$ cat src/snn_data_pkg.sv
package snn_data_pkg;

    // Synaptic weight as delivered by the matcher and the prefix stage
    localparam int WEIGHT_W = 8;

    // Running pseudo-accumulator, wraps at this width
    localparam int ACC_W = 12;

    // Corrected per-timestep result
    localparam int CORR_W = 10;

    // Fibre memory address
    localparam int ADDR_W = 8;

    typedef logic [WEIGHT_W-1:0] weight_t;

    typedef logic [ACC_W-1:0] acc_t;

    typedef logic [CORR_W-1:0] corr_t;

    typedef logic [ADDR_W-1:0] addr_t;

endpackage

$ cat src/corr_ctrl_pkg.sv
package corr_ctrl_pkg;

    localparam int DEF_TIMESTEPS = 16;

    // Slow path sequencing, one item in flight
    typedef enum logic [2:0] {
        IDLE,
        FETCH,
        WAIT_DATA,
        LOAD,
        HOLD
    } seq_state_t;

endpackage

$ cat src/lane_bus_if.sv
`timescale 1ns/1ps

interface lane_bus_if #(
    parameter int TIMESTEPS = corr_ctrl_pkg::DEF_TIMESTEPS
);

    // One-cycle strobe, lanes always take it
    logic                  load;
    snn_data_pkg::corr_t   acc_snap;
    snn_data_pkg::weight_t weight;
    // Bit n is the activity of timestep n
    logic [TIMESTEPS-1:0]  fibre_word;

    modport seq (
        output load,
        output acc_snap,
        output weight,
        output fibre_word
    );

    modport lane (
        input load,
        input acc_snap,
        input weight,
        input fibre_word
    );

    modport collector (
        input load
    );

endinterface

$ cat src/weight_accumulator.sv
`timescale 1ns/1ps

module weight_accumulator (
    input  logic                  clk,
    input  logic                  rst,
    input  snn_data_pkg::weight_t fast_weight,
    input  logic                  fast_valid,
    output logic                  fast_ready,
    output snn_data_pkg::acc_t    acc_value
);

    logic fast_take;

    // Single-cycle add, never stalls the matcher
    assign fast_ready = 1'b1;
    assign fast_take  = fast_valid && fast_ready;

    // Wraps silently at ACC_W bits
    always_ff @(posedge clk or posedge rst) begin
        if (rst) begin
            acc_value <= '0;
        end else if (fast_take) begin
            acc_value <= acc_value + snn_data_pkg::acc_t'(fast_weight);
        end
    end

endmodule

$ cat src/correction_sequencer.sv
`timescale 1ns/1ps

module correction_sequencer #(
    parameter int TIMESTEPS = corr_ctrl_pkg::DEF_TIMESTEPS
) (
    input  logic                  clk,
    input  logic                  rst,

    input  snn_data_pkg::addr_t   slow_offset,
    input  snn_data_pkg::weight_t slow_weight,
    input  logic                  slow_valid,
    output logic                  slow_ready,

    input  snn_data_pkg::acc_t    acc_value,

    output snn_data_pkg::addr_t   fibre_addr,
    output logic                  fibre_read_en,
    input  logic [TIMESTEPS-1:0]  fibre_data,
    input  logic                  fibre_valid,

    input  logic                  busy,

    lane_bus_if.seq               bus
);

    corr_ctrl_pkg::seq_state_t state;

    snn_data_pkg::acc_t    snap_q;
    snn_data_pkg::weight_t weight_q;
    logic [TIMESTEPS-1:0]  word_q;
    logic                  accept;
    logic                  word_take;

    // HOLD reopens as soon as the collector lets go
    assign slow_ready = (state == corr_ctrl_pkg::IDLE || state == corr_ctrl_pkg::HOLD)
                        && !busy;
    assign accept     = slow_valid && slow_ready;
    assign word_take  = (state == corr_ctrl_pkg::WAIT_DATA) && fibre_valid;

    assign fibre_read_en = (state == corr_ctrl_pkg::FETCH);

    always_ff @(posedge clk or posedge rst) begin
        if (rst) begin
            state <= corr_ctrl_pkg::IDLE;
        end else begin
            case (state)
                corr_ctrl_pkg::IDLE,
                corr_ctrl_pkg::HOLD: begin
                    if (accept) begin
                        state <= corr_ctrl_pkg::FETCH;
                    end else if (!busy) begin
                        state <= corr_ctrl_pkg::IDLE;
                    end
                end
                corr_ctrl_pkg::FETCH: begin
                    state <= corr_ctrl_pkg::WAIT_DATA;
                end
                corr_ctrl_pkg::WAIT_DATA: begin
                    if (fibre_valid) begin
                        state <= corr_ctrl_pkg::LOAD;
                    end
                end
                corr_ctrl_pkg::LOAD: begin
                    state <= corr_ctrl_pkg::HOLD;
                end
                default: begin
                    state <= corr_ctrl_pkg::IDLE;
                end
            endcase
        end
    end

    // Snapshot is the registered sum, so a weight taken this cycle is excluded
    always_ff @(posedge clk) begin
        if (accept) begin
            weight_q   <= slow_weight;
            snap_q     <= acc_value;
            fibre_addr <= slow_offset;
        end
        if (word_take) begin
            word_q <= fibre_data;
        end
    end

    assign bus.load       = (state == corr_ctrl_pkg::LOAD);
    assign bus.acc_snap   = snap_q[snn_data_pkg::CORR_W-1:0];
    assign bus.weight     = weight_q;
    assign bus.fibre_word = word_q;

endmodule

$ cat src/timestep_lane.sv
`timescale 1ns/1ps

module timestep_lane #(
    parameter int LANE = 0
) (
    input  logic                clk,
    input  logic                rst,
    lane_bus_if.lane            bus,
    output snn_data_pkg::corr_t result
);

    snn_data_pkg::corr_t corrected;

    // Inactive timestep did not really see this weight, take it back out
    assign corrected = bus.fibre_word[LANE] ? bus.acc_snap
                     : bus.acc_snap - snn_data_pkg::corr_t'(bus.weight);

    always_ff @(posedge clk or posedge rst) begin
        if (rst) begin
            result <= '0;
        end else if (bus.load) begin
            result <= corrected;
        end
    end

endmodule

$ cat src/result_collector.sv
`timescale 1ns/1ps

module result_collector #(
    parameter int TIMESTEPS = corr_ctrl_pkg::DEF_TIMESTEPS
) (
    input  logic                                    clk,
    input  logic                                    rst,
    lane_bus_if.collector                           bus,
    input  snn_data_pkg::corr_t                     lane_results [TIMESTEPS],
    output logic [TIMESTEPS*snn_data_pkg::CORR_W-1:0] result_data,
    output logic                                    result_valid,
    input  logic                                    result_ready,
    output logic                                    busy
);

    logic handshake;

    assign handshake = result_valid && result_ready;

    // Lanes register on load, so valid follows one cycle later
    always_ff @(posedge clk or posedge rst) begin
        if (rst) begin
            result_valid <= 1'b0;
        end else if (bus.load) begin
            result_valid <= 1'b1;
        end else if (handshake) begin
            result_valid <= 1'b0;
        end
    end

    // Covers the gap between load and valid
    assign busy = result_valid || bus.load;

    // Lane 0 in the low bits; lanes hold until the next load
    always_comb begin
        for (int i = 0; i < TIMESTEPS; i++) begin
            result_data[i*snn_data_pkg::CORR_W +: snn_data_pkg::CORR_W] = lane_results[i];
        end
    end

endmodule

$ cat src/corr_top.sv
`timescale 1ns/1ps

module corr_top #(
    parameter int TIMESTEPS = corr_ctrl_pkg::DEF_TIMESTEPS
) (
    input  logic                                      clk,
    input  logic                                      rst,

    // Fast path from the matcher
    input  snn_data_pkg::weight_t                     fast_weight,
    input  logic                                      fast_valid,
    output logic                                      fast_ready,

    // Slow path from the prefix stage
    input  snn_data_pkg::addr_t                       slow_offset,
    input  snn_data_pkg::weight_t                     slow_weight,
    input  logic                                      slow_valid,
    output logic                                      slow_ready,

    // Fibre memory
    output snn_data_pkg::addr_t                       fibre_addr,
    output logic                                      fibre_read_en,
    input  logic [TIMESTEPS-1:0]                      fibre_data,
    input  logic                                      fibre_valid,

    output logic [TIMESTEPS*snn_data_pkg::CORR_W-1:0] result_data,
    output logic                                      result_valid,
    input  logic                                      result_ready
);

    snn_data_pkg::acc_t  acc_value;
    snn_data_pkg::corr_t lane_results [TIMESTEPS];
    logic                busy;

    lane_bus_if #(.TIMESTEPS(TIMESTEPS)) lane_bus ();

    weight_accumulator u_acc (
        .clk         (clk),
        .rst         (rst),
        .fast_weight (fast_weight),
        .fast_valid  (fast_valid),
        .fast_ready  (fast_ready),
        .acc_value   (acc_value)
    );

    correction_sequencer #(.TIMESTEPS(TIMESTEPS)) u_seq (
        .clk           (clk),
        .rst           (rst),
        .slow_offset   (slow_offset),
        .slow_weight   (slow_weight),
        .slow_valid    (slow_valid),
        .slow_ready    (slow_ready),
        .acc_value     (acc_value),
        .fibre_addr    (fibre_addr),
        .fibre_read_en (fibre_read_en),
        .fibre_data    (fibre_data),
        .fibre_valid   (fibre_valid),
        .busy          (busy),
        .bus           (lane_bus.seq)
    );

    for (genvar i = 0; i < TIMESTEPS; i++) begin : g_lane
        timestep_lane #(.LANE(i)) u_lane (
            .clk    (clk),
            .rst    (rst),
            .bus    (lane_bus.lane),
            .result (lane_results[i])
        );
    end

    result_collector #(.TIMESTEPS(TIMESTEPS)) u_col (
        .clk          (clk),
        .rst          (rst),
        .bus          (lane_bus.collector),
        .lane_results (lane_results),
        .result_data  (result_data),
        .result_valid (result_valid),
        .result_ready (result_ready),
        .busy         (busy)
    );

endmodule

$ cat config.mk
export PLATFORM = sky130hd
export DESIGN_NAME = corr_top
export DESIGN_NICKNAME = d
export VERILOG_FILES = /design/src/snn_data_pkg.sv /design/src/corr_ctrl_pkg.sv /design/src/lane_bus_if.sv /design/src/weight_accumulator.sv /design/src/correction_sequencer.sv /design/src/timestep_lane.sv /design/src/result_collector.sv /design/src/corr_top.sv
export SDC_FILE = /design/constraint.sdc
export NUM_CORES = 1
export LEC_CHECK = 0
export BUFFER_PORTS_ARGS = -buffer_cell sky130_fd_sc_hd__buf_2
export CAP_MARGIN = 20
export CORE_ASPECT_RATIO = 0.75
export CORE_MARGIN = 3
export CORE_UTILIZATION = 55
export DETAILED_ROUTE_END_ITERATION = 8
export GPL_ROUTABILITY_DRIVEN = 0
export PLACE_DENSITY = 0.76
export SYNTH_ARGS = -nofsm -noshare
export SYNTH_HDL_FRONTEND = slang
export SYNTH_HIERARCHICAL = 1
export SYNTH_SLANG_ARGS = --single-unit
$ cat constraint.sdc
create_clock -name clk -period 4.9 [get_ports clk]
set_clock_uncertainty 0.1 [all_clocks]
set_input_delay 0.245 -clock clk [delete_from_list [all_inputs] [get_ports clk]]
set_output_delay 0.245 -clock clk [all_outputs]
set_load 0.01 [all_outputs]
==> results.txt <==
The number of antenna violations at the first check in global routing came out at 2. The final route contains 15,000 vias. The die is 214 µm wide.

The floorplan die area came out at 34,500 µm². The critical path arrival came out at 3.32 ns. The number of antenna diodes in the final layout is 0. The total power consumption of the routed design came out at 12.2 mW.

Summed over all layers, the routed wires come to 48.3 mm. Clock tree synthesis selected as its root buffer the cell sky130_fd_sc_hd__clkbuf_16. Entering global routing, the biggest net connects 123 pins. Summing all non-filler instances in the final layout gives an area of 19,100 µm². CTS saw 216 sinks.

The number of vias per cell came out at 5.88. The number of endpoints with negative hold slack in the final report came out at 0. The count of filler cells inserted in the layout came out at 2,781.

The count of final max-slew check failures is 0. The element type at the critical path start is a flip-flop. The final non-filler cell total is 2,560. The first-pass iteration count of the detailed router is 5. The top-level I/O count came out at 218. Internal power comes to 6.64 mW. The fmax came out at 0.331 GHz. The critical path goes through buf_4 -> ha_1 -> a211oi_1 -> o21ai_0 -> o21ai_0 -> xnor2_1 -> a21oi_1. The post-route minimum period is 3.03 ns. The worst slack at placement came out at 1.89 ns. The placed instance area is 17,900 µm².

Among the stages of the critical path, the cell type that occurs most often is sky130_fd_sc_hd__o21ai_0. The number of global-route vias before repair came out at 14,200. The clock share of power is 15.3%. The netlist area before placement is 17,800 µm².

The Yosys step of the flow raised 6 warnings. The first global-routing pass estimated 76.5 mm of wire. Setup repair after global routing left no endpoint under its margin.

TritonCTS built the clock tree. Among all stages on the critical path, the largest delay is contributed by sky130_fd_sc_hd__edfxtp_1. The total nets after synthesis came out at 2,291. The number of cells in the design after placement is 2,478. The flow ran to the end, and the final reports show no timing, DRC or antenna violations. The port buffer count came out at 216.

The number of placement rows is 56. The post-CTS setup repair buffer count is 0. The count of H-tree levels built during CTS is 1.

The total routing resource utilization after global routing came out at 27.7%. The largest single stage delay on the critical path is 1.01 ns. The required time at the worst-slack endpoint came out at 5.19 ns.

In this run the vertical extent of the chip is 162 µm. The DRC violation total after the first TritonRoute iteration came out at 1,336. Once the floorplan was initialized, standard cells occupied 56.4% of the core.

The total congestion overflow is 0. Compared with the post-synthesis result, the final layout area differs by 7.47%. For this design the static power due to leakage is 9.03 nW. In the finished design, the share of the clock period the worst path needs comes to 61.7%.

The latest clock arrival within the worst-skew pair is 0.53 ns. The critical setup path kind is flip-flop to flip-flop. The buffers plus inverters on the worst setup path is 1. Cells fill 60.6% of the core in the end. The maximum clock path buffer count is 3.

The kind of cell with the highest combined delay along the critical path is flip-flops. The power density over the cells came out at 638 nW/µm². The share of power burned in combinational logic is 56.0%. The post-synthesis instance total is 2,092.

The share of layout cells above drive strength 1 is 17.4%. Clock-pin slew was measured on the worst setup and hold paths at 0.06 ns. The net total in the final layout is 2,335. The mean instance size in the synthesized netlist is 8.50 µm². The sequential group share of total power came out at 28.7%. The final setup TNS came out at 0 ns.

The critical path endpoint category is a flip-flop. The switching share of power came out at 45.5%. The post-route DRC violation count came out at 0. The routed wire length per instance came out at 18.9 µm. The area of the placeable core came out at 31,500 µm². The largest driver fanout on the critical path is 18. The worst slew slack as a fraction of its limit is 22.8%. The remaining antenna violation count after routing came out at 0. The worst-margin pin slew came out at 1.16 ns. The largest voltage drop on the vdd net came out at 0.350 mV. The worst setup margin is 1.87 ns. The slack of the worst reg-to-reg path came out at 1.87 ns. The final number of setup-violating endpoints is 0. The clock buffer count from CTS came out at 24. The net switching power figure came out at 5.54 mW. The max-capacitance violation count is 0.

The placed wire-length estimate is 33.0 mm. The worst hold path class is input pin to flip-flop. The worst slack on hold paths came out at 0.0460 ns.
## worst paths after layout
kind,startpoint,end,depth (start not counted)
min reg2reg,g_lane[9].u_lane/result[3],g_lane[9].u_lane/result[3],1
max,u_seq/snap_q[7],g_lane[0].u_lane/result[8],7
max reg2reg,u_seq/snap_q[7],g_lane[0].u_lane/result[8],7
min,fibre_valid,u_seq/bus.fibre_word[12],2
max in group asynchronous,rst,u_acc/acc_value[3],3
min in group asynchronous,rst,u_col/result_valid,3
## cells in the final DEF (no fill, tap or decap), types with 5 or more instances in the layout
cell	count
sky130_fd_sc_hd__clkbuf_16	25
sky130_fd_sc_hd__o31ai_1	16
sky130_fd_sc_hd__fa_1	17
sky130_fd_sc_hd__nor3b_1	33
sky130_fd_sc_hd__mux2i_1	32
sky130_fd_sc_hd__nor2_1	205
sky130_fd_sc_hd__and3_2	20
sky130_fd_sc_hd__a21o_1	37
sky130_fd_sc_hd__dlygate4sd3_1	36
sky130_fd_sc_hd__nand4_1	29
sky130_fd_sc_hd__buf_2	216
sky130_fd_sc_hd__xnor2_1	34
sky130_fd_sc_hd__o21ai_0	70
sky130_fd_sc_hd__nand3_1	81
sky130_fd_sc_hd__nor2b_1	36
sky130_fd_sc_hd__o31a_1	20
sky130_fd_sc_hd__o21ai_1	12
sky130_fd_sc_hd__dfrtp_1	174
sky130_fd_sc_hd__ha_1	136
sky130_fd_sc_hd__buf_4	15
sky130_fd_sc_hd__edfxtp_1	42
sky130_fd_sc_hd__xor2_1	18
sky130_fd_sc_hd__inv_1	181
sky130_fd_sc_hd__o21a_1	34
sky130_fd_sc_hd__a2111o_1	12
sky130_fd_sc_hd__or2_2	36
sky130_fd_sc_hd__o311ai_0	12
sky130_fd_sc_hd__nand2b_1	72
sky130_fd_sc_hd__clkbuf_8	5
sky130_fd_sc_hd__o22ai_1	40
sky130_fd_sc_hd__nand2_1	125
sky130_fd_sc_hd__a211oi_1	77
sky130_fd_sc_hd__nor3_2	12
sky130_fd_sc_hd__nor3_1	17
sky130_fd_sc_hd__a21oi_1	156
sky130_fd_sc_hd__mux2_2	22
## power groups by stage
stage	Combinational [mW]	Clock (mW)	Sequential, mW
floorplan	5.75	0	3.21
global placement	6.44	0	3.52
detailed placement	6.68	0	3.53
CTS	6.74	1.91	3.51
global route	7.60	1.98	3.59
finish	6.82	1.87	3.50
## sequential cells by signal, summed over array words and instances (netlist names)
name	cells
g_lane.u_lane/result	160
u_seq/bus.fibre_word	16
u_acc/acc_value	10
u_seq/snap_q	10
u_seq/bus.weight	8
u_seq/fibre_addr	8
u_seq/state	3
u_col/result_valid	1
## layer usage
metal | wire (µm) | track usage (%)
met1 | 22500 | 40.5
met2 | 21500 | 42.5
met3 | 3020 | 4.61
met4 | 1250 | 7.93
met5 | 33 | 0
## cell type report
type / instances / area [µm²] / area share [%]
Clock buffer: 34 / 709 / 3.71
Clock inverter: 10 / 103 / 0.537
Inverter: 181 / 679 / 3.56
Multi-Input combinational cell: 1441 / 9840 / 51.5
Sequential cell: 216 / 5620 / 29.4
Tap cell: 406 / 508 / 2.66
Timing Repair Buffer: 272 / 1660 / 8.67
## what timing repair did
item,4_1_cts,5_1_grt
resized for setup,0,0
setup endpoints to repair,0,0
hold buffers,36,0
hold endpoints to repair,100,0
Note: power is estimated with default switching activity, not from simulation.
